==> src/hdl/isp_pkg.sv <==
// Shared stream types, control struct and register map of the de-Bayer path; import where needed
package isp_pkg;

   //----------------------------------------------------------
   // Stream types
   //----------------------------------------------------------

   // One RAW8 input word, two samples per clock
   typedef struct packed {
      logic [7:0] first;    // Earlier pixel, upper byte
      logic [7:0] second;   // Later pixel, lower byte
   } pix_word_t;

   // One output pixel, 24 bits
   typedef struct packed {
      logic [7:0] red;
      logic [7:0] green;
      logic [7:0] blue;
   } rgb_t;

   //----------------------------------------------------------
   // Control
   //----------------------------------------------------------

   // Driven by isp_csr, read by the interpolator and output stage
   typedef struct packed {
      logic       enable;   // Allow new rows to start
      logic [2:0] invert;   // Bit 2 red, bit 1 green, bit 0 blue
      logic       bars;     // Replace picture with color bars
   } isp_ctrl_t;

   // Register map, 2-bit word addresses
   //   CTRL    bit 0 enable, bit 1 bars
   //   INVERT  bits 2:0 red/green/blue invert
   //   ROWS    read only, finished rows modulo 256
   localparam logic [1:0] CSR_CTRL   = 2'd0;
   localparam logic [1:0] CSR_INVERT = 2'd1;
   localparam logic [1:0] CSR_ROWS   = 2'd2;

   // Bit positions inside CSR_CTRL
   localparam int CTRL_EN_BIT   = 0;
   localparam int CTRL_BARS_BIT = 1;

   // Board default, red and green come out of the sensor inverted
   localparam logic [2:0] INVERT_RESET = 3'b110;

endpackage
==> src/hdl/rgb_out_stage.sv <==
// Output stage: optional color bars, channel inversion, output register and finished-row count
module rgb_out_stage #(
   parameter int LINE_LENGTH = 640   // Words per line, row is twice this in pixels
) (
   input  logic               clk,
   input  logic               rst,
   input  isp_pkg::isp_ctrl_t ctrl,
   input  isp_pkg::rgb_t      ip_rgb,
   input  logic               ip_valid,
   input  logic               ip_row_end,
   output isp_pkg::rgb_t      rgb_out,
   output logic               rgb_valid,
   output logic [7:0]         rows_done    // Wraps at 256
);
   import isp_pkg::*;

   localparam int CW = $clog2(2 * LINE_LENGTH);

   logic [CW-1:0] col;       // Pixel column within the row
   logic [CW+2:0] col_x8;    // col * 8
   logic [2:0]    bar;       // Bar number 0..7
   rgb_t          bar_pix;
   rgb_t          pix;       // Before inversion

   //----------------------------------------------------------
   // Color bars
   //----------------------------------------------------------

   assign col_x8 = {col, 3'b000};
   assign bar    = 3'(col_x8 / (2 * LINE_LENGTH));

   assign bar_pix.red   = {8{bar[2]}};
   assign bar_pix.green = {8{bar[1]}};
   assign bar_pix.blue  = {8{bar[0]}};

   assign pix = ctrl.bars ? bar_pix : ip_rgb;

   always_ff @(posedge clk) begin
      if (rst) begin
         col       <= '0;
         rgb_valid <= 1'b0;
         rows_done <= '0;
      end else begin
         rgb_valid <= ip_valid;
         if (ip_valid) begin
            col <= ip_row_end ? '0 : CW'(col + 1'b1);
            if (ip_row_end) begin
               rows_done <= 8'(rows_done + 8'd1);
            end
         end
      end
   end

   // Inversion after the bar mux
   always_ff @(posedge clk) begin
      rgb_out.red   <= pix.red   ^ {8{ctrl.invert[2]}};
      rgb_out.green <= pix.green ^ {8{ctrl.invert[1]}};
      rgb_out.blue  <= pix.blue  ^ {8{ctrl.invert[0]}};
   end

endmodule

==> config.mk <==
export PLATFORM = sky130hd
export DESIGN_NAME = rgb_out_stage
export DESIGN_NICKNAME = d
export VERILOG_FILES = /design/src/hdl/isp_pkg.sv /design/src/hdl/rgb_out_stage.sv
export SDC_FILE = /design/constraint.sdc
export NUM_CORES = 1
export LEC_CHECK = 0
export BUFFER_PORTS_ARGS = -buffer_cell sky130_fd_sc_hd__buf_2
export CORE_MARGIN = 1.5
export CORE_UTILIZATION = 40
export CTS_BUF_LIST = sky130_fd_sc_hd__clkbuf_16
export CTS_CLUSTER_SIZE = 12
export DETAILED_ROUTE_END_ITERATION = 10
export GPL_TIMING_DRIVEN = 0
export PLACE_DENSITY = 0.7
export SLEW_MARGIN = 25
export SYNTH_ARGS = -nofsm -noshare
export SYNTH_HDL_FRONTEND = slang
export SYNTH_SLANG_ARGS = --single-unit
==> constraint.sdc <==
create_clock -name clk -period 7.09 [get_ports clk]
set_clock_uncertainty 0.1 [all_clocks]
set_input_delay 0.709 -clock clk [delete_from_list [all_inputs] [get_ports clk]]
set_output_delay 0.709 -clock clk [all_outputs]
set_load 0.05 [all_outputs]
==> qor.txt <==
Core Area -> 7250 µm²
antenna-violating nets left -> 0
worst min path class -> flip-flop to flip-flop
initial antenna violation count -> 0
Synthesized Nets -> 403
FF+latch count, synth -> 44
number of global-route vias before repair -> 2721
Cell Rows -> 31
Final period util -> 71.3%
Initial Utilization -> 41.5%
setup_tns -> 0 ns
Routability Congestion -> 0.881
Startpoint Class -> flip-flop
CTS Hold Bufs -> 0
Die Area -> 8050 µm²
Critical Path RT -> 7.15 ns
max-cap violations -> 0
slew of the pin with the lowest slew margin -> 0.852 ns
Remaining Overflow, GRT -> 0
final WL -> 7420 µm
first-pass GRT wire length -> 12500 µm
growth of design area from synthesis to finish -> 19.4%
Achievable Freq -> 0.198 GHz
GRT Util Overall -> 18.4%
post-route worst setup slack -> 2.04 ns
Port Buf Inserts -> 59
RSZ-0062 raised after global routing -> no
TritonCTS clock tree -> built
# resized after CTS -> 0
Post-CTS Setup Bufs -> 0
Synth Warn # -> 0
syn_area_per_cell -> 8.24 µm²
largest net degree at the start of global routing -> 14
pre-CTS WS -> 2.16 ns
Cell Pwr Density -> 190 nW/µm²
register area share after synthesis -> 29.3%
synth unique cells -> 70
ys flop type -> dfxtp_1
Slew Limit Headroom -> 42.7%
worst ir drop on vdd -> 0.0830 mV
io pins -> 66
die height -> 89.7 µm
slowest stage delay, CP -> 0.70 ns
Hold Slack -> 0.409 ns
asr flop ratio synth -> 0%
Die Span X -> 89.7 µm
most common cell after layout, fill and taps aside -> buf_2
Cell Chain, Critical Path -> inv_1 -> ha_1 -> nor4b_2 -> nand2_1 -> nand2_1 -> nand2_1 -> ha_1 -> nand2b_1 -> o21ai_0 -> o21a_1 -> clkbuf_1 -> nor2_1 -> nor4b_2 -> nor2_1 -> o311a_1 -> nor3_4 -> o221ai_1 -> xor2_1
initial DRC count -> 189
worst skew pair latency -> 0.29 ns
Final nets -> 469
DRT Pass-1 Iters -> 5
DR DRC count -> 0
leak pwr -> 1.38 nW
Crit Path Category -> flip-flop to flip-flop
Clock Tree Root -> clkbuf_16
number of diodes -> 0
clock sinks -> 44
EDFF count, synth -> 0
dpl hpwl -> 5630 µm
Final Hold Violating Endpoints -> 0
clock period minus final worst setup slack -> 5.05 ns
H-Tree Depth -> 2
status -> completed
CTS max path bufs -> 2
via/cell ratio -> 5.62
endpoint class of the critical path -> flip-flop
final-report setup violation count -> 0
Slew Limit Fails -> 0
Top cell by count, worst path -> nand2_1
drt wl/cell -> 14.0 µm
Crit Path Max Fanout -> 9
Netlist Area Pre-Place -> 3010 µm²
Final Power -> 0.682 mW
most frequent cells in the layout -> 60 x buf_2, 44 x dfxtp_1, 42 x nor2_1
clock-pin transition on the worst setup and hold timing paths -> 0.06 ns
Crit path max-delay family -> simple AND/OR/NAND/NOR gates
Buf/Inv on CP -> 2
layout cells sized above 1 -> 20.8%
CP arrival -> 5.11 ns
synthesized instance count -> 365
DR vias -> 2982
Slowest cell on crit path -> nor4b_2
Num CTS Buffers -> 5
## stage by stage
stage | std cells | util, % | instance area, µm²
2_1_floorplan | 365 | - | 3010
3_3_place_gp | 523 | 47.3 | 3430
3_5_place_dp | 523 | 47.3 | 3430
4_1_cts | 531 | 49.5 | 3590
5_1_grt | 531 | 49.5 | 3590
6_report | 531 | 49.5 | 3590
## cell usage after synthesis (2+ instances only)
library cell | n | share of area, %
o31a_1 | 3 | 0.87
nor2b_1 | 4 | 0.83
xnor2_1 | 26 | 7.6
nand2_1 | 23 | 2.9
nor4_1 | 3 | 0.62
o21ai_0 | 29 | 4.8
and2_1 | 2 | 0.42
xor2_1 | 16 | 4.7
and3_1 | 3 | 0.62
inv_1 | 7 | 0.87
nand3b_1 | 2 | 0.50
o21a_1 | 4 | 1.0
nand3_1 | 11 | 1.8
nand4_1 | 9 | 1.9
a21o_1 | 3 | 0.75
buf_6 | 3 | 1.1
or4_1 | 4 | 1.0
nor2_1 | 42 | 5.2
clkbuf_1 | 17 | 2.1
or3_1 | 4 | 0.83
o211ai_1 | 10 | 2.5
a31o_2 | 2 | 0.58
ha_1 | 5 | 2.1
buf_1 | 3 | 0.37
a211oi_1 | 2 | 0.50
mux2i_1 | 3 | 1.0
nor4b_2 | 2 | 1.0
o221ai_1 | 9 | 2.6
a2111o_1 | 2 | 0.75
nand2b_1 | 3 | 0.62
a211o_1 | 3 | 0.87
a21oi_1 | 11 | 1.8
o21ai_1 | 12 | 2.0
dfxtp_1 | 44 | 29
nor3_1 | 4 | 0.67
## worst reg2reg max path, cell delays in order, from the launching register on
cell,delay (ns)
dfxtp_1,0.45
inv_1,0.09
ha_1,0.26
nor4b_2,0.70
nand2_1,0.27
nand2_1,0.13
nand2_1,0.06
ha_1,0.28
nand2b_1,0.14
o21ai_0,0.18
o21a_1,0.15
clkbuf_1,0.32
nor2_1,0.12
nor4b_2,0.42
nor2_1,0.15
o311a_1,0.35
nor3_4,0.36
o221ai_1,0.23
xor2_1,0.17
## layer usage
| layer | global-route usage, % | part of all wire (%) | vias up |
|---|---|---|---|
| li1 | - | - | 1470 |
| met1 | 23.8 | 45 | 1382 |
| met2 | 30.3 | 47 | 106 |
| met3 | 2.71 | 4.7 | 24 |
| met4 | 8.20 | 3.0 | 0 |
| met5 | 0 | 0 | - |
## worst paths after layout
kind	from	to	slack, ns	depth (start not counted)
max	col[0]	rgb_out[1]	2.04	18
min	rows_done[1]	rows_done[1]	0.41	2
max reg2reg	col[0]	rgb_out[1]	2.04	18
min reg2reg	rows_done[1]	rows_done[1]	0.41	2
## flip-flops by register name (all words and copies together), names as in the netlist
| signal | count |
|---|---|
| col | 11 |
| rgb_out | 24 |
| rgb_valid | 1 |
| rows_done | 8 |
## where the power goes
part / switching, mW / internal [mW] / leakage [nW]
Combinational: 0.108 / 0.0434 / 0.935
Sequential: 0.00555 / 0.266 / 0.364
Clock: 0.0956 / 0.164 / 0.0850
## cell type report
cell class / instances / area, µm²
buffer: 24 / 114
multi-input combinational: 289 / 1980
inverter: 8 / 30.0
fill: 712 / 3660
clock inverter: 3 / 38.8
tap: 99 / 124
timing repair buffer: 59 / 295
clock buffer: 5 / 125
sequential: 44 / 881
## cell families (layout without fill, tap and decap cells)
logic type,Yosys count,after routing,synth area share (%)
fa+ha+maj,5,5,2.08
mux,5,5,1.75
simple gates,126,126,22.8
buf+inv,32,99,4.78
xor+xnor,42,42,12.2
compound gates,111,111,27.1
flops,44,44,29.3
(Power assumes the default switching activity.)
