## config.mk

```make
export PLATFORM = sky130hd
export DESIGN_NAME = isp_csr
export DESIGN_NICKNAME = d
export VERILOG_FILES = /design/src/hdl/isp_pkg.sv /design/src/hdl/isp_csr.sv
export SDC_FILE = /design/constraint.sdc
export NUM_CORES = 1
export LEC_CHECK = 0
export ABC_AREA = 1
export BUFFER_PORTS_ARGS = -buffer_cell sky130_fd_sc_hd__clkbuf_2
export CORE_AREA = 3 3 40 42
export DETAILED_ROUTE_END_ITERATION = 12
export DIE_AREA = 0 0 43 45
export GPL_ROUTABILITY_DRIVEN = 0
export MAX_ROUTING_LAYER = met4
export PLACE_DENSITY = 0.77
export SYNTH_ARGS = -nofsm -noshare
export SYNTH_HDL_FRONTEND = slang
export SYNTH_SLANG_ARGS = --single-unit
```

## constraint.sdc

```tcl
create_clock -name clk -period 0.8 [get_ports clk]
set_input_delay 0.04 -clock clk [delete_from_list [all_inputs] [get_ports clk]]
set_output_delay 0.04 -clock clk [all_outputs]
set_load 0.05 [all_outputs]
```

## src/hdl/isp_pkg.sv

```systemverilog
// Shared stream types, control struct and register map of the de-Bayer path; import where needed
package isp_pkg;

   //----------------------------------------------------------
   // Stream types
   //----------------------------------------------------------

   // One RAW8 input word, two samples per clock
   typedef struct packed {
      logic [7:0] first;    // Earlier pixel, upper byte
      logic [7:0] second;   // Later pixel, lower byte
   } pix_word_t;

   // One output pixel, 24 bits
   typedef struct packed {
      logic [7:0] red;
      logic [7:0] green;
      logic [7:0] blue;
   } rgb_t;

   //----------------------------------------------------------
   // Control
   //----------------------------------------------------------

   // Driven by isp_csr, read by the interpolator and output stage
   typedef struct packed {
      logic       enable;   // Allow new rows to start
      logic [2:0] invert;   // Bit 2 red, bit 1 green, bit 0 blue
      logic       bars;     // Replace picture with color bars
   } isp_ctrl_t;

   // Register map, 2-bit word addresses
   //   CTRL    bit 0 enable, bit 1 bars
   //   INVERT  bits 2:0 red/green/blue invert
   //   ROWS    read only, finished rows modulo 256
   localparam logic [1:0] CSR_CTRL   = 2'd0;
   localparam logic [1:0] CSR_INVERT = 2'd1;
   localparam logic [1:0] CSR_ROWS   = 2'd2;

   // Bit positions inside CSR_CTRL
   localparam int CTRL_EN_BIT   = 0;
   localparam int CTRL_BARS_BIT = 1;

   // Board default, red and green come out of the sensor inverted
   localparam logic [2:0] INVERT_RESET = 3'b110;

endpackage
```

## src/hdl/isp_csr.sv

```systemverilog
// Control registers of the de-Bayer path: enable, inversion mask, color bars, row count readback
module isp_csr (
   input  logic               clk,
   input  logic               rst,
   input  logic               csr_we,      // Write strobe
   input  logic [1:0]         csr_addr,
   input  logic [7:0]         csr_wdata,
   output logic [7:0]         csr_rdata,   // Combinational readback
   output isp_pkg::isp_ctrl_t ctrl,
   input  logic [7:0]         rows_done    // From the output stage
);
   import isp_pkg::*;

   //----------------------------------------------------------
   // Register writes
   //----------------------------------------------------------

   always_ff @(posedge clk) begin
      if (rst) begin
         ctrl.enable <= 1'b1;           // Running out of reset
         ctrl.invert <= INVERT_RESET;   // Board default
         ctrl.bars   <= 1'b0;
      end else if (csr_we) begin
         case (csr_addr)
            CSR_CTRL: begin
               ctrl.enable <= csr_wdata[CTRL_EN_BIT];
               ctrl.bars   <= csr_wdata[CTRL_BARS_BIT];
            end
            CSR_INVERT: begin
               ctrl.invert <= csr_wdata[2:0];
            end
            default: begin
               // ROWS is read only
            end
         endcase
      end
   end

   //----------------------------------------------------------
   // Readback
   //----------------------------------------------------------

   always_comb begin
      csr_rdata = '0;
      case (csr_addr)
         CSR_CTRL: begin
            csr_rdata[CTRL_EN_BIT]   = ctrl.enable;
            csr_rdata[CTRL_BARS_BIT] = ctrl.bars;
         end
         CSR_INVERT: csr_rdata[2:0] = ctrl.invert;
         CSR_ROWS:   csr_rdata      = rows_done;
         default:    csr_rdata      = '0;   // Unmapped
      endcase
   end

endmodule

```

==> impl_summary.txt <==
----------------------------------------------------
[Status]
  Run status ... complete, but fails checks
  Violated checks ... setup timing

[Die]
  Effective utilization at floorplan ... 0.280
  Floorplan Core Area ... approximately 1300 sq um
  Width of the die ... between 40 and 50 um
  Vertical die dimension ... ~45 um
  Die Footprint ... 1940 sq um
  Std cell rows ... 13
  Io pins ... 34

[Power]
  Leak pwr ... slightly below 0.0005 uW
  Power density of the placed cells ... around 1100 nW/um^2
  Peak VDD IR ... just under 1000 uV

[GRT]
  Via count of the first global-routing pass ... 510
  Antenna violations before repair ... 0
  Largest net degree at the start of global routing ... 6
  First-pass GRT wire length ... roughly 2100 um
  GR Overflow Total ... 0
  Overall routing resource usage ... 0.150

[Clocking]
  Clock tree from TritonCTS ... yes
  Clock Root Buffer ... sky130_fd_sc_hd__clkbuf_4
  CTS clock-pin slew for the worst setup and hold paths ... roughly 40 ps
  Clock latency of the later-clocked register in the worst-skew pair ... 240 ps
  Total CTS buffers ... 3
  Maximum clock insertion buffer count ... 2
  Clk sink count ... 5
  H-Tree Depth ... 1

[Logic synthesis]
  Cell area after synthesis ... ~360 sq um
  Average instance area after synthesis ... slightly above 6 sq um
  Leading area contributor after synthesis ... sky130_fd_sc_hd__dfxtp_1
  Library cell with the highest instance count after synthesis ... sky130_fd_sc_hd__nand2_1
  Register bit total from synthesis ... 5
  Most used standard cells in the synthesized netlist ... sky130_fd_sc_hd__nand2_1 (23), sky130_fd_sc_hd__inv_1 (13), sky130_fd_sc_hd__nand3_1 (7)
  Main area contributors after synthesis ... sky130_fd_sc_hd__dfxtp_1 (28%), sky130_fd_sc_hd__nand2_1 (24%), sky130_fd_sc_hd__ha_1 (14%), sky130_fd_sc_hd__inv_1 (14%), sky130_fd_sc_hd__nand3_1 (9.7%)
  Area share of the largest cell type after synthesis ... 0.278
  Syn_nets ... 84
  Count of mapped cells out of synthesis ... 59
  Count of cell types in the netlist ... 10
  Proportion of register bits with asynchronous set or reset after synthesis ... 0
  Dominant register cell in the synthesized netlist ... sky130_fd_sc_hd__dfxtp_1
  Sequential cell area fraction in the yosys report ... 0.278
  Count of flip-flops with a built-in enable after synthesis ... 0
  Number of synthesis warnings ... 0

[Setup path]
  Critical Path, Cell by Cell ... nand2_2 > nand3_2 > nand2_2 > clkinvlp_4 > buf_8
  Data required time of the critical path ... about 760 ps
  Buffers plus inverters on the worst setup path ... 2
  Critical Path End Type ... primary output
  Arrival time reported for the critical path endpoint ... around 1000 ps
  Biggest fanout along the worst timing path ... 2
  Standard cell with the maximum stage delay on the critical path ... sky130_fd_sc_hd__dfxtp_4
  Launching element type of the critical path ... flop
  Slowest cell delay on critical path ... about 350 ps
  Kind of cell adding the most delay to the critical path ... flip-flops
  Cell occurring most often along the worst timing path ... sky130_fd_sc_hd__nand2_2
  Worst Path Class, Setup ... flop to primary output

[Final layout]
  Final antenna diode count ... 0
  Register ranked first by flip-flop count ... ctrl
  Largest register FFs ... 5
  Largest registers ... ctrl: 5 flops
  Final core utilization ... 0.700
  Fill cell instance count of the final layout ... 105
  # nets final ... 126
  Share of final-layout standard cells stronger than drive strength 1 ... 0.680
  Area growth from synthesis to final layout ... 150%

[Route]
  # DRC ... 0
  Routed len/inst ... between 10 and 15 um
  Count of nets left with antenna violations after detail routing ... 0
  Drt initial violations ... 8
  Via count ... roughly 520
  Post-detailed-routing wire length ... roughly 1300 um
  Average via count per standard cell ... 4.54
  Drt first pass iters ... 4

[STA]
  Clock tree skew after final layout ... 0 ps
  Clock period minus final worst setup slack ... approximately 1100 ps
  Setup repair after global routing missed its margin ... yes
  Upper clock frequency limit ... around 920 MHz
  Fin. Hold Viols ... 0
  Setup ws final ... -281 ps
  Final number of setup-violating endpoints ... 12
  Transition time at the pin with the least slew margin ... between 150 and 200 ps
  Slew Viols, Final ... 0
  Final clock period utilization by the worst path ... 1.35
  Relative slew slack ... 0.892

[Place]
  Port bufs ... 28
  Worst slack after detailed placement ... -228 ps
  HPWL after detailed placement ... approximately 950 um

[Worst hold path]
  Class of the tightest hold or removal check ... input pin to flop

[Job]
  Max Cap Violations ... 0

----------------------------------------------------
layer usage:
layer	vias to the layer above	routed length, um	track usage
met5	-	0	-
met4	0	0	0.0723
met3	0	129	0.0438
met2	29	753	0.287
met1	235	458	0.134
li1	258	-	-
path summary, 6_finish.rpt:
check	from	endpoint	slack (ps)	cells past startpoint
max	ctrl[4]	csr_rdata[0]	-280	5
min	csr_wdata[2]	ctrl[3]	8	3
max reg2reg	ctrl[0]	ctrl[0]	10	4
min reg2reg	ctrl[3]	ctrl[3]	520	2
worst min-delay path: cells and delay by family:
kind                   cells  cell delay (ps)
buffers and inverters      1               70
and+or+nand+nor            2              100
repair_timing:
item | CTS | global route
gates resized for setup | 38 | 19
hold buffers | 1 | 0
setup endpoints to repair | 13 | 17
pin swaps | 3 | 4
buffers inserted | 1 | 1
endpoints found under the hold margin | 1 | 0
cell families (layout without fill, tap and decap cells):
logic type | after synthesis | in the layout | share of synthesized area
buffers and inverters | 14 | 55 | 0.156
AND/OR/NAND/NOR | 34 | 34 | 0.392
AO/OA/AOI/OAI | 2 | 2 | 0.0347
adder cells (fa/ha/maj) | 4 | 4 | 0.139
flip-flops | 5 | 5 | 0.278
where the power goes:
| group | switching [uW] | internal [uW] |
|---|---|---|
| logic | 256 | 219 |
| registers | 12.3 | 255 |
| clock network | 101 | 188 |
| total | 369 | 662 |
through the flow:
stage / std cells / power (uW) / cell area [sq um] / setup TNS, ps / hold WS [ps]
6_report: 115 / 1030 / 900 / -1530 / 7.81
3_5_place_dp: 109 / 613 / 627 / -2180 / 212
3_3_place_gp: 109 / 606 / 627 / -1830 / 207
2_1_floorplan: 59 / 484 / 400 / -287 / 99.4
4_1_cts: 115 / 1010 / 858 / -1440 / 5.45
5_1_grt: 115 / 1090 / 900 / -2040 / 42.8
area by class of cell:
| class | count | area, sq um | share of cell area |
|---|---|---|---|
| Tap cell | 15 | 18.8 | 0.0209 |
| Clock buffer | 4 | 26.3 | 0.0292 |
| Inverter | 13 | 56.3 | 0.0626 |
| Multi-Input combinational cell | 40 | 280 | 0.312 |
| Timing Repair Buffer | 38 | 399 | 0.444 |
| Sequential cell | 5 | 119 | 0.132 |
cells in the final DEF, fill, tap and decap left out, types with 3 or more instances in the layout:
cell                        count
sky130_fd_sc_hd__nand2_1       15
sky130_fd_sc_hd__clkbuf_2      14
sky130_fd_sc_hd__nand2_2        9
sky130_fd_sc_hd__inv_1          6
sky130_fd_sc_hd__buf_4          6
sky130_fd_sc_hd__inv_2          5
sky130_fd_sc_hd__dfxtp_4        5
sky130_fd_sc_hd__nand3_1        4
sky130_fd_sc_hd__buf_8          4
sky130_fd_sc_hd__clkbuf_8       4
sky130_fd_sc_hd__clkbuf_16      4
sky130_fd_sc_hd__nand3_2        3
sky130_fd_sc_hd__clkbuf_4       3
sky130_fd_sc_hd__buf_6          3
(Power assumes the default switching activity.)
