===== config.mk =====
export PLATFORM = sky130hd
export DESIGN_NAME = bayer_interp
export DESIGN_NICKNAME = d
export VERILOG_FILES = /design/src/hdl/isp_pkg.sv /design/src/hdl/bayer_interp.sv
export SDC_FILE = /design/constraint.sdc
export NUM_CORES = 1
export LEC_CHECK = 0
export CORE_UTILIZATION = 50
export DETAILED_ROUTE_END_ITERATION = 6
export DONT_BUFFER_PORTS = 1
export PLACE_DENSITY = 0.68
export SYNTH_ARGS = -nofsm -noshare
export SYNTH_HDL_FRONTEND = slang
export SYNTH_SLANG_ARGS = --single-unit
export TNS_END_PERCENT = 1

===== constraint.sdc =====
create_clock -name clk -period 4.15 [get_ports clk]
set_clock_uncertainty 0.15 [all_clocks]
set_input_delay 0.2075 -clock clk [delete_from_list [all_inputs] [get_ports clk]]
set_output_delay 0.2075 -clock clk [all_outputs]
set_load 0.1 [all_outputs]

===== src/hdl/isp_pkg.sv =====
// Shared stream types, control struct and register map of the de-Bayer path; import where needed
package isp_pkg;

   //----------------------------------------------------------
   // Stream types
   //----------------------------------------------------------

   // One RAW8 input word, two samples per clock
   typedef struct packed {
      logic [7:0] first;    // Earlier pixel, upper byte
      logic [7:0] second;   // Later pixel, lower byte
   } pix_word_t;

   // One output pixel, 24 bits
   typedef struct packed {
      logic [7:0] red;
      logic [7:0] green;
      logic [7:0] blue;
   } rgb_t;

   //----------------------------------------------------------
   // Control
   //----------------------------------------------------------

   // Driven by isp_csr, read by the interpolator and output stage
   typedef struct packed {
      logic       enable;   // Allow new rows to start
      logic [2:0] invert;   // Bit 2 red, bit 1 green, bit 0 blue
      logic       bars;     // Replace picture with color bars
   } isp_ctrl_t;

   // Register map, 2-bit word addresses
   //   CTRL    bit 0 enable, bit 1 bars
   //   INVERT  bits 2:0 red/green/blue invert
   //   ROWS    read only, finished rows modulo 256
   localparam logic [1:0] CSR_CTRL   = 2'd0;
   localparam logic [1:0] CSR_INVERT = 2'd1;
   localparam logic [1:0] CSR_ROWS   = 2'd2;

   // Bit positions inside CSR_CTRL
   localparam int CTRL_EN_BIT   = 0;
   localparam int CTRL_BARS_BIT = 1;

   // Board default, red and green come out of the sensor inverted
   localparam logic [2:0] INVERT_RESET = 3'b110;

endpackage

===== src/hdl/bayer_interp.sv =====
// Bayer interpolator: walks three stored lines per input line and emits two RGB pixels per word
module bayer_interp #(
   parameter int LINE_LENGTH = 640   // Words per line
) (
   input  logic                           clk,
   input  logic                           rst,
   input  isp_pkg::isp_ctrl_t             ctrl,
   input  logic                           pix_valid,
   input  logic [1:0]                     wr_sel,
   input  isp_pkg::pix_word_t [3:0]       rd_word,
   input  isp_pkg::pix_word_t [3:0]       rd_next,
   output logic [$clog2(LINE_LENGTH)-1:0] rd_addr,
   output isp_pkg::rgb_t                  ip_rgb,
   output logic                           ip_valid,
   output logic                           ip_row_end   // Last pixel of the row
);
   import isp_pkg::*;

   localparam int AW = $clog2(LINE_LENGTH);
   typedef logic [AW-1:0] addr_t;

   logic       pv_q;         // pix_valid delayed
   logic       line_start;   // Rising edge of pix_valid
   logic [1:0] lines_seen;   // Saturates at 3 lines stored
   logic       reading;      // Row in progress
   logic       phase;        // 0 first pixel, 1 second pixel
   logic       last_pix;     // Second pixel of last column
   logic [1:0] row_sel;      // wr_sel latched at row start

   // Sample stage, aligned with the line store read data
   logic       s_valid;
   logic       s_phase;
   logic       s_last;

   logic       center_odd;   // Center line is an R G row
   pix_word_t  ua, ub;       // Above line, columns w and w+1
   pix_word_t  ca, cb;       // Center line
   pix_word_t  da, db;       // Below line

   // Halve each term first, then add
   function automatic logic [7:0] half2(input logic [7:0] x, input logic [7:0] y);
      return (x >> 1) + (y >> 1);
   endfunction

   function automatic logic [7:0] quarter4(input logic [7:0] w, input logic [7:0] x,
                                           input logic [7:0] y, input logic [7:0] z);
      return (w >> 2) + (x >> 2) + (y >> 2) + (z >> 2);
   endfunction

   //----------------------------------------------------------
   // Word sequencing
   //----------------------------------------------------------

   assign line_start = pix_valid & ~pv_q;
   assign last_pix   = phase & (rd_addr == addr_t'(LINE_LENGTH - 1));

   always_ff @(posedge clk) begin
      if (rst) begin
         pv_q       <= 1'b0;
         lines_seen <= '0;
         reading    <= 1'b0;
         phase      <= 1'b0;
         rd_addr    <= '0;
         row_sel    <= '0;
      end else begin
         pv_q <= pix_valid;
         if (line_start) begin
            if (lines_seen != 2'd3) begin
               lines_seen <= 2'(lines_seen + 2'd1);   // Still filling the store
            end else if (ctrl.enable) begin
               reading <= 1'b1;
               rd_addr <= '0;
               phase   <= 1'b0;
               row_sel <= wr_sel;   // Buffer being written now
            end
         end else if (reading) begin
            phase <= ~phase;
            if (last_pix) begin
               reading <= 1'b0;
            end else if (phase) begin
               rd_addr <= addr_t'(rd_addr + addr_t'(1));   // Next word after both pixels
            end
         end
      end
   end

   //----------------------------------------------------------
   // Pipeline control
   //----------------------------------------------------------

   always_ff @(posedge clk) begin
      if (rst) begin
         s_valid    <= 1'b0;
         s_phase    <= 1'b0;
         s_last     <= 1'b0;
         ip_valid   <= 1'b0;
         ip_row_end <= 1'b0;
      end else begin
         s_valid    <= reading;
         s_phase    <= phase;
         s_last     <= reading & last_pix;
         ip_valid   <= s_valid;
         ip_row_end <= s_valid & s_last;
      end
   end

   //----------------------------------------------------------
   // Neighbor mapping and arithmetic
   //----------------------------------------------------------

   // Newest buffer is being written; k-3, k-2, k-1 follow it modulo 4
   assign ua = rd_word[2'(row_sel + 2'd1)];
   assign ub = rd_next[2'(row_sel + 2'd1)];
   assign ca = rd_word[2'(row_sel + 2'd2)];
   assign cb = rd_next[2'(row_sel + 2'd2)];
   assign da = rd_word[2'(row_sel + 2'd3)];
   assign db = rd_next[2'(row_sel + 2'd3)];

   assign center_odd = row_sel[0];   // Same parity as line k-2

   always_ff @(posedge clk) begin
      if (s_valid) begin
         unique case ({center_odd, s_phase})
            2'b10: begin   // R G row, red site
               ip_rgb.red   <= ca.first;
               ip_rgb.green <= quarter4(ub.first, ca.second, cb.second, db.first);
               ip_rgb.blue  <= quarter4(ua.second, ub.second, da.second, db.second);
            end
            2'b11: begin   // R G row, green site
               ip_rgb.red   <= half2(ca.first, cb.first);
               ip_rgb.green <= ca.second;
               ip_rgb.blue  <= half2(ua.second, da.second);
            end
            2'b00: begin   // G B row, green site
               ip_rgb.red   <= half2(ua.first, da.first);
               ip_rgb.green <= ca.first;
               ip_rgb.blue  <= half2(ca.second, cb.second);
            end
            2'b01: begin   // G B row, blue site
               ip_rgb.red   <= quarter4(ua.first, ub.first, da.first, db.first);
               ip_rgb.green <= quarter4(ca.first, cb.first, ua.second, da.second);
               ip_rgb.blue  <= ca.second;
            end
         endcase
      end
   end

endmodule


==> run summary, run 1 <==
Vias in the first global route: 6158
Synth warn: 0
Placed Cells: 1073
Final critical-path share of the clock period: 99.1%
Buffers on Ports: 0
Multi-input gate area: 6150 µm²
Synth cell types: 66
Clock sink count: 46
Post-synthesis cell count: 858
Total track usage: 24.7%
Top achievable clock speed: 0.243 GHz
Ports: 174
DRT Pass-1 Iters: 5
RSZ-0062 raised after global routing: true
Synth Area in Simple Gates: 14.2%
Ant diodes: 0
FFs w/ async S/R, synth: 0%
Setup crit start kind: flop
Rel. slew slack: 34.8%
CTS buffer count: 5
Post-route ant nets: 0
Initial antenna violation count: 0
Area growth syn-to-layout: 17.1%
Sequential cell area: 1170 µm²
Overflow after GRT: 0
Final core occ: 59.7%
Chip width: 126 µm
Reg-to-reg slack, setup: 0.04 ns
Number of synthesized register bits: 46
Final Non-Filler Cells: 1105
Synth Area in Adders: 22.9%
Largest net degree at the start of global routing: 52
Share of the synthesized area in the top cell type: 13.5%
FILL cells: 1325
Hpwl dp: 15.3 mm
Layout cell share with drive strength beyond 1: 24.1%
Worst r2r dst: ip_rgb[13]
VDD IR max: 0.147 mV
Cell Rows: 45
WL/cell: 17.9 µm
Critical path class: reg2reg
MaxCap Viol Count: 0
Syn nets: 1106
XOR/XNOR Fraction of Synth Area: 2.38%
Worst r2r path cells: 13
Fin area: 9040 µm²
Largest family of logic cells by synthesized area: adder cells
Initial drt markers: 339
Root Driver: clkbuf_16
Post-synth design cell area: 7720 µm²
Hold Path Class: in2reg
Post-route minimum period: 4.11 ns
Setup crit end: ip_rgb[13]
Crit end category: flop
Drt via density: 5.78
Critical path arrival: 4.02 ns
Synth Flop Type: edfxtp_1
RR Startpoint: row_sel[1]
Number of synthesized flops with an enable pin: 24
Worst Path Required: 4.06 ns
Critical path peak fanout: 5
Pwr per Cell Area: 226 nW/µm²
Syn avg cell area: 8.99 µm²
Least-Margin Pin Slew: 0.980 ns
Post-synthesis sequential area ratio: 15.0%
Setup Viol. Count Final: 0
Final hold vios: 0
CTS tree: done
Ranking of synthesized cells by area: fa_1, ha_1, mux2i_1
Synth Area in Compound Gates: 15.2%
Run status: finished, final reports clean
Die Y: 126 µm
DRT Wirelength: 19.7 mm
Worst-skew pair later-pin latency: 0.31 ns
Drt drc: 0
Placed standard-cell area: 8360 µm²
Clock Path Buffers: 2
Initial Utilization: 51.0%
GPL Wtd Cong: 0.855
Pins Over Slew Limit: 0
Final #Nets: 1164
Core area: 15100 µm²
Htree depth: 2
First-pass GRT wire length: 30.8 mm
Post-synthesis mux area share: 22.0%
Vias: 6382
Leakage: 3.61 nW
Clk slew on worst S/H paths: 0.08 ns
Overall power: 0.00204 W
Synth area leader: fa_1
CP startpoint: row_sel[1]
DIE AREA: 15900 µm²
per-layer routing:
metal  share of wire, %  GRT usage (%)  wire, µm
met1                 44           32.4      8700
met2                 48           41.7      9490
met3                6.0           4.76      1190
met4                1.9           6.59       369
met5                  0              0         0
per-stage QoR:
step	hold WS, ns	TNS, ns	worst slack, ns
5_1_grt	0.0514	-0.637	-0.133
4_1_cts	0.0340	-0.0790	-0.0402
2_1_floorplan	0.137	-0.0311	-0.0135
3_5_place_dp	0.126	-0.172	-0.120
6_report	0.0320	0	0.0386
3_3_place_gp	0.124	-0.00971	-0.00971
report_power, final:
part | internal (W) | switching, W
registers | 0.000484 | 0.00000450
logic | 0.000558 | 0.000551
clock network | 0.000227 | 0.000217
total | 0.00127 | 0.000772
timing repair:
action / in CTS / in global routing
buffers inserted: 4 / 12
endpoints found under the setup margin: 6 / 14
pin swaps: 2 / 23
endpoints found under the hold margin: 13 / 0
hold buffers: 4 / 0
gates cloned: 0 / 4
gates resized for setup: 7 / 64
registers in the layout, summed over array words and instances, names as in the netlist:
register / flops
s_phase: 1
phase: 1
ip_rgb: 24
reading: 1
rd_addr: 10
ip_valid: 1
lines_seen: 2
s_last: 1
pv_q: 1
s_valid: 1
row_sel: 2
ip_row_end: 1
synth_stat cells, drive strengths merged, types with 4 or more instances:
cell type  number
a21o           13
a211oi         21
o21a           19
a31oi           7
edfxtp         24
or2             5
nor3           17
mux4           27
nor3b           8
nand3b          5
mux2i          72
o211ai          4
xnor2          14
inv           103
dfxtp          22
o21ai          53
mux2           33
buf            33
a21oi          38
nor2b          16
nor2           64
nand2b          8
ha             58
nand3           9
fa             52
nand2          67
clkbuf         12
xor2            7
worst max-delay path, cell delays in order, from the launching register on:
cell and delay [ns]:
dfxtp_4 0.36, buf_12 0.14, mux2_2 0.35, or2_2 0.30, o21ai_2 0.09, fa_1 0.46, fa_1 0.55, inv_1 0.04
ha_2 0.20, fa_2 0.37, a21o_1 0.19, a21oi_2 0.16, xnor2_1 0.08, mux4_2 0.44
placed cells by master, fill, tap and decap left out, drive strengths merged, types with 3 or more instances in the layout:
| cell type | n |
|---|---|
| nand3b | 5 |
| o21ai | 53 |
| nor3 | 17 |
| mux2i | 72 |
| nand2b | 8 |
| or2 | 5 |
| a21o | 13 |
| nor3b | 8 |
| o211ai | 4 |
| dfxtp | 22 |
| nor2b | 16 |
| ha | 58 |
| and3 | 3 |
| or3 | 3 |
| a211oi | 21 |
| a211o | 3 |
| fa | 52 |
| nand2 | 67 |
| dlygate4sd3 | 4 |
| and4b | 3 |
| a311oi | 3 |
| a21oi | 38 |
| nor2 | 64 |
| o21a | 19 |
| inv | 106 |
| xor2 | 7 |
| nor4b | 3 |
| nand3 | 9 |
| xnor2 | 14 |
| a31oi | 7 |
| buf | 87 |
| mux2 | 33 |
| edfxtp | 24 |
| clkbuf | 10 |
| mux4 | 27 |
cells by family (layout without fill, tap and decap cells):
logic type / Yosys count / in the layout
fa+ha+maj: 110 / 110
simple gates: 220 / 220
buf+inv: 148 / 207
compound gates: 181 / 181
flops: 46 / 46
xor+xnor: 21 / 21
mux: 132 / 132
layout make-up:
class | instances | area share, %
timing repair buffer | 96 | 10.5
clock buffer | 5 | 1.38
clock inverter | 3 | 0.235
tap | 188 | 2.60
sequential | 46 | 12.9
multi-input combinational | 664 | 68.1
inverter | 103 | 4.28
how the worst min path moves through the flow:
| stage | startpoint | endpoint | slack [ns] | cells past startpoint |
|---|---|---|---|---|
| finish | rst | rd_addr[2] | 0.03 | 2 |
| global route | rst | rd_addr[2] | 0.05 | 2 |
| CTS | rst | rd_addr[2] | 0.03 | 2 |
| detailed placement | rst | row_sel[0] | 0.13 | 1 |
| global placement | rst | row_sel[1] | 0.12 | 1 |
| floorplan | rst | ip_valid | 0.14 | 1 |
(Power assumes the default switching activity.)
==> inputs of run 2 (changes only) <==
--- a/config.mk
+++ b/config.mk
@@ -5,6 +5,7 @@
 export SDC_FILE = /design/constraint.sdc
 export NUM_CORES = 1
 export LEC_CHECK = 0
+export CORE_MARGIN = 2
 export CORE_UTILIZATION = 50
 export DETAILED_ROUTE_END_ITERATION = 6
 export DONT_BUFFER_PORTS = 1
==> run summary, run 2 (same netlist as run 1, synthesis figures left out) <==
Overflow after GRT: 0 (unchanged)
Final critical-path share of the clock period: 99.5% (+0.41 points)
Setup crit start kind: flop
Die Y: 128 µm (+1.6%)
Top layer in use: met4
Initial Utilization: 51.0% (unchanged)
Clk network pwr share: 21.5% (-0.3 points)
Final #Nets: 1175 (+0.95%)
Cell Rows: 45 (unchanged)
Slowest cell delay on critical path: 0.59 ns (+0.04 ns)
Pins Over Slew Limit: 0 (unchanged)
Fin Hold WS: 0.0436 ns (+0.0116 ns)
Ant diodes: 0 (unchanged)
Internal: 0.00129 W (+1.2%)
MaxCap Viol Count: 0 (unchanged)
DRT Pass-1 Iters: 5 (unchanged)
CTS buffer count: 5 (unchanged)
Core area: 15100 µm² (unchanged)
CP startpoint: row_sel[1]
Sequential power share: 23.7% (-0.2 points)
Sw Share: 37.8% (about the same)
Least-Margin Pin Slew: 0.963 ns (-0.0172 ns)
VDD IR max: 0.181 mV (+23%)
Comb power frac: 54.8% (+0.5 points)
Met2 wire length: 9.72 mm (+2.5%)
Final setup margin: 0.0218 ns (-0.0168 ns)
Switching power: 0.000783 W (+1.3%)
Ports: 174 (unchanged)
Placed standard-cell area: 8450 µm² (+1.1%)
Worst-skew pair later-pin latency: 0.31 ns (about the same)
Pwr per Cell Area: 227 nW/µm² (+0.29%)
Initial antenna violation count: 0 (unchanged)
Fin area: 9130 µm² (+0.98%)
Crit end category: flop
Critical path peak fanout: 8 (+3)
Largest regs: ip_rgb x24, rd_addr x10
DIE AREA: 16400 µm² (+3.2%)
Area growth syn-to-layout: 18.2%
Chip width: 128 µm (+1.6%)
Hpwl dp: 15.8 mm (+3.5%)
Place WS: -0.0731 ns (+0.0467 ns)
RR Startpoint: row_sel[1]
Cell family with most CP delay: adder cells
Vias in the first global route: 6071 (-1.4%)
Crit path buf inv count: 3 (+1)
CTS tree: done
Initial drt markers: 369 (+8.8%)
Critical path class: reg2reg
Hold Crit Start: rst
Final hold vios: 0 (unchanged)
Met1 WL: 9.07 mm (+4.3%)
Worst path most repeated cell: fa_1
Layout cell share with drive strength beyond 1: 26.2% (+2.1 points)
Vias: 6476 (+1.5%)
Critical path arrival: 4.03 ns (about the same)
Drt drc: 0 (unchanged)
Worst path slowest cell: fa_1
Htree depth: 2 (unchanged)
Clock Path Buffers: 2 (unchanged)
Drt via density: 5.80 (+0.47%)
Commonest cells after routing, fill and taps aside: inv_1, buf_4, nand2_1
Setup tns final: 0 ns (unchanged)
Reg-to-reg slack, setup: 0.02 ns (-0.02 ns)
Crit-path cells: buf_12, mux2_2, a21oi_1, buf_4, fa_1, fa_1, inv_1, ha_1, a211oi_2, nor2_1, mux2i_1, nand3_1, o31a_1
Most common cell after layout, fill and taps aside: inv_1
Setup Viol. Count Final: 0 (unchanged)
RSZ-0062 raised after global routing: true
Buffers on Ports: 0 (unchanged)
Post-route minimum period: 4.13 ns (+0.0168 ns)
GPL Wtd Cong: 0.910 (+6.3%)
Hold Path Class: in2reg
Leakage: 3.66 nW (+1.4%)
First-pass GRT wire length: 31.1 mm (+0.74%)
Top achievable clock speed: 0.242 GHz (-0.41%)
Number of flip-flops in the largest register: 24 (unchanged)
Post-route ant nets: 0 (unchanged)
Top reg by flops: ip_rgb
Sequential cell area: 1170 µm² (unchanged)
Run status: finished, final reports clean
Worst Path Required: 4.06 ns (about the same)
WL/cell: 18.1 µm (+1.4%)
Rel. slew slack: 36.0% (+1.1 points)
Total track usage: 24.0% (-0.68 points)
Multi-input gate area: 6220 µm² (+1.1%)
Root Driver: clkbuf_16
Clk slew on worst S/H paths: 0.08 ns (about the same)
Largest net degree at the start of global routing: 60 (+15%)
FILL cells: 1299 (-2.0%)
DRT Wirelength: 20.2 mm (+2.4%)
Met3 WL: 1.26 mm (+6.5%)
Clock sink count: 46 (unchanged)
## run 2: changes by cell type in the layout (fill, tap and decap cells not counted), moves of 3 or more
| cell | previous run | this run |
|---|---|---|
| buf_4 | 74 | 91 |
| mux2_2 | 29 | 26 |
| mux2_4 | 4 | 7 |
| o21ai_0 | 30 | 35 |
| o21ai_1 | 21 | 10 |
| o21ai_2 | 2 | 8 |
## run 2: area by class of cell
class,count,share of cell area (%)
repair buffers,107,10.5
clock buffers,5,1.37
inverters,103,4.28
flip-flops and latches,46,12.8
clock inverters,3,0.233
multi-input cells,664,68.2
well taps,188,2.58
## run 2: per-stage QoR
stage	total power, W	cells	utilization [%]
2_1_floorplan	0.00124	858	-
6_report	0.00207	1116	60.2
4_1_cts	0.00197	1104	57.4
3_3_place_gp	0.00147	1089	55.8
3_5_place_dp	0.00149	1089	55.8
5_1_grt	0.00223	1116	60.2
## run 2: final timing paths
kind	cells after the start	to
worst max-delay path	13	ip_rgb[22]
worst min-delay path	2	rd_addr[3]
worst max register to register	13	ip_rgb[22]
worst min register to register	1	ip_row_end
## run 2: power groups by stage
stage	sequential, W	combinational [W]	clock [W]
after floorplan	0.000501	0.000739	0
after global placement	0.000500	0.000968	0
after detailed placement	0.000500	0.000989	0
after CTS	0.000489	0.00101	0.000463
after global routing	0.000489	0.00127	0.000471
final	0.000489	0.00113	0.000445
## run 2: timing repair
item | 4_1_cts | 5_1_grt
gates cloned | 0 | 2
pin swaps | 3 | 28
buffers inserted | 3 | 10
gates resized for setup | 7 | 77
hold buffers | 4 | 0
endpoints found under the hold margin | 14 | 0
endpoints found under the setup margin | 5 | 14
## run 2: layer usage
metal	track usage [%]	up-vias
met4	3.81	0
met5	0	-
met3	4.42	12
met2	40.7	220
li1	-	3193
met1	32.7	3051
## run 2: worst register-to-register path: stages, from the launching register on
cell,delay [ns]
dfxtp_4,0.46
buf_12,0.17
mux2_2,0.39
a21oi_1,0.15
buf_4,0.15
fa_1,0.44
fa_1,0.59
inv_1,0.06
ha_1,0.32
a211oi_2,0.25
nor2_1,0.11
mux2i_1,0.21
nand3_1,0.10
o31a_1,0.32
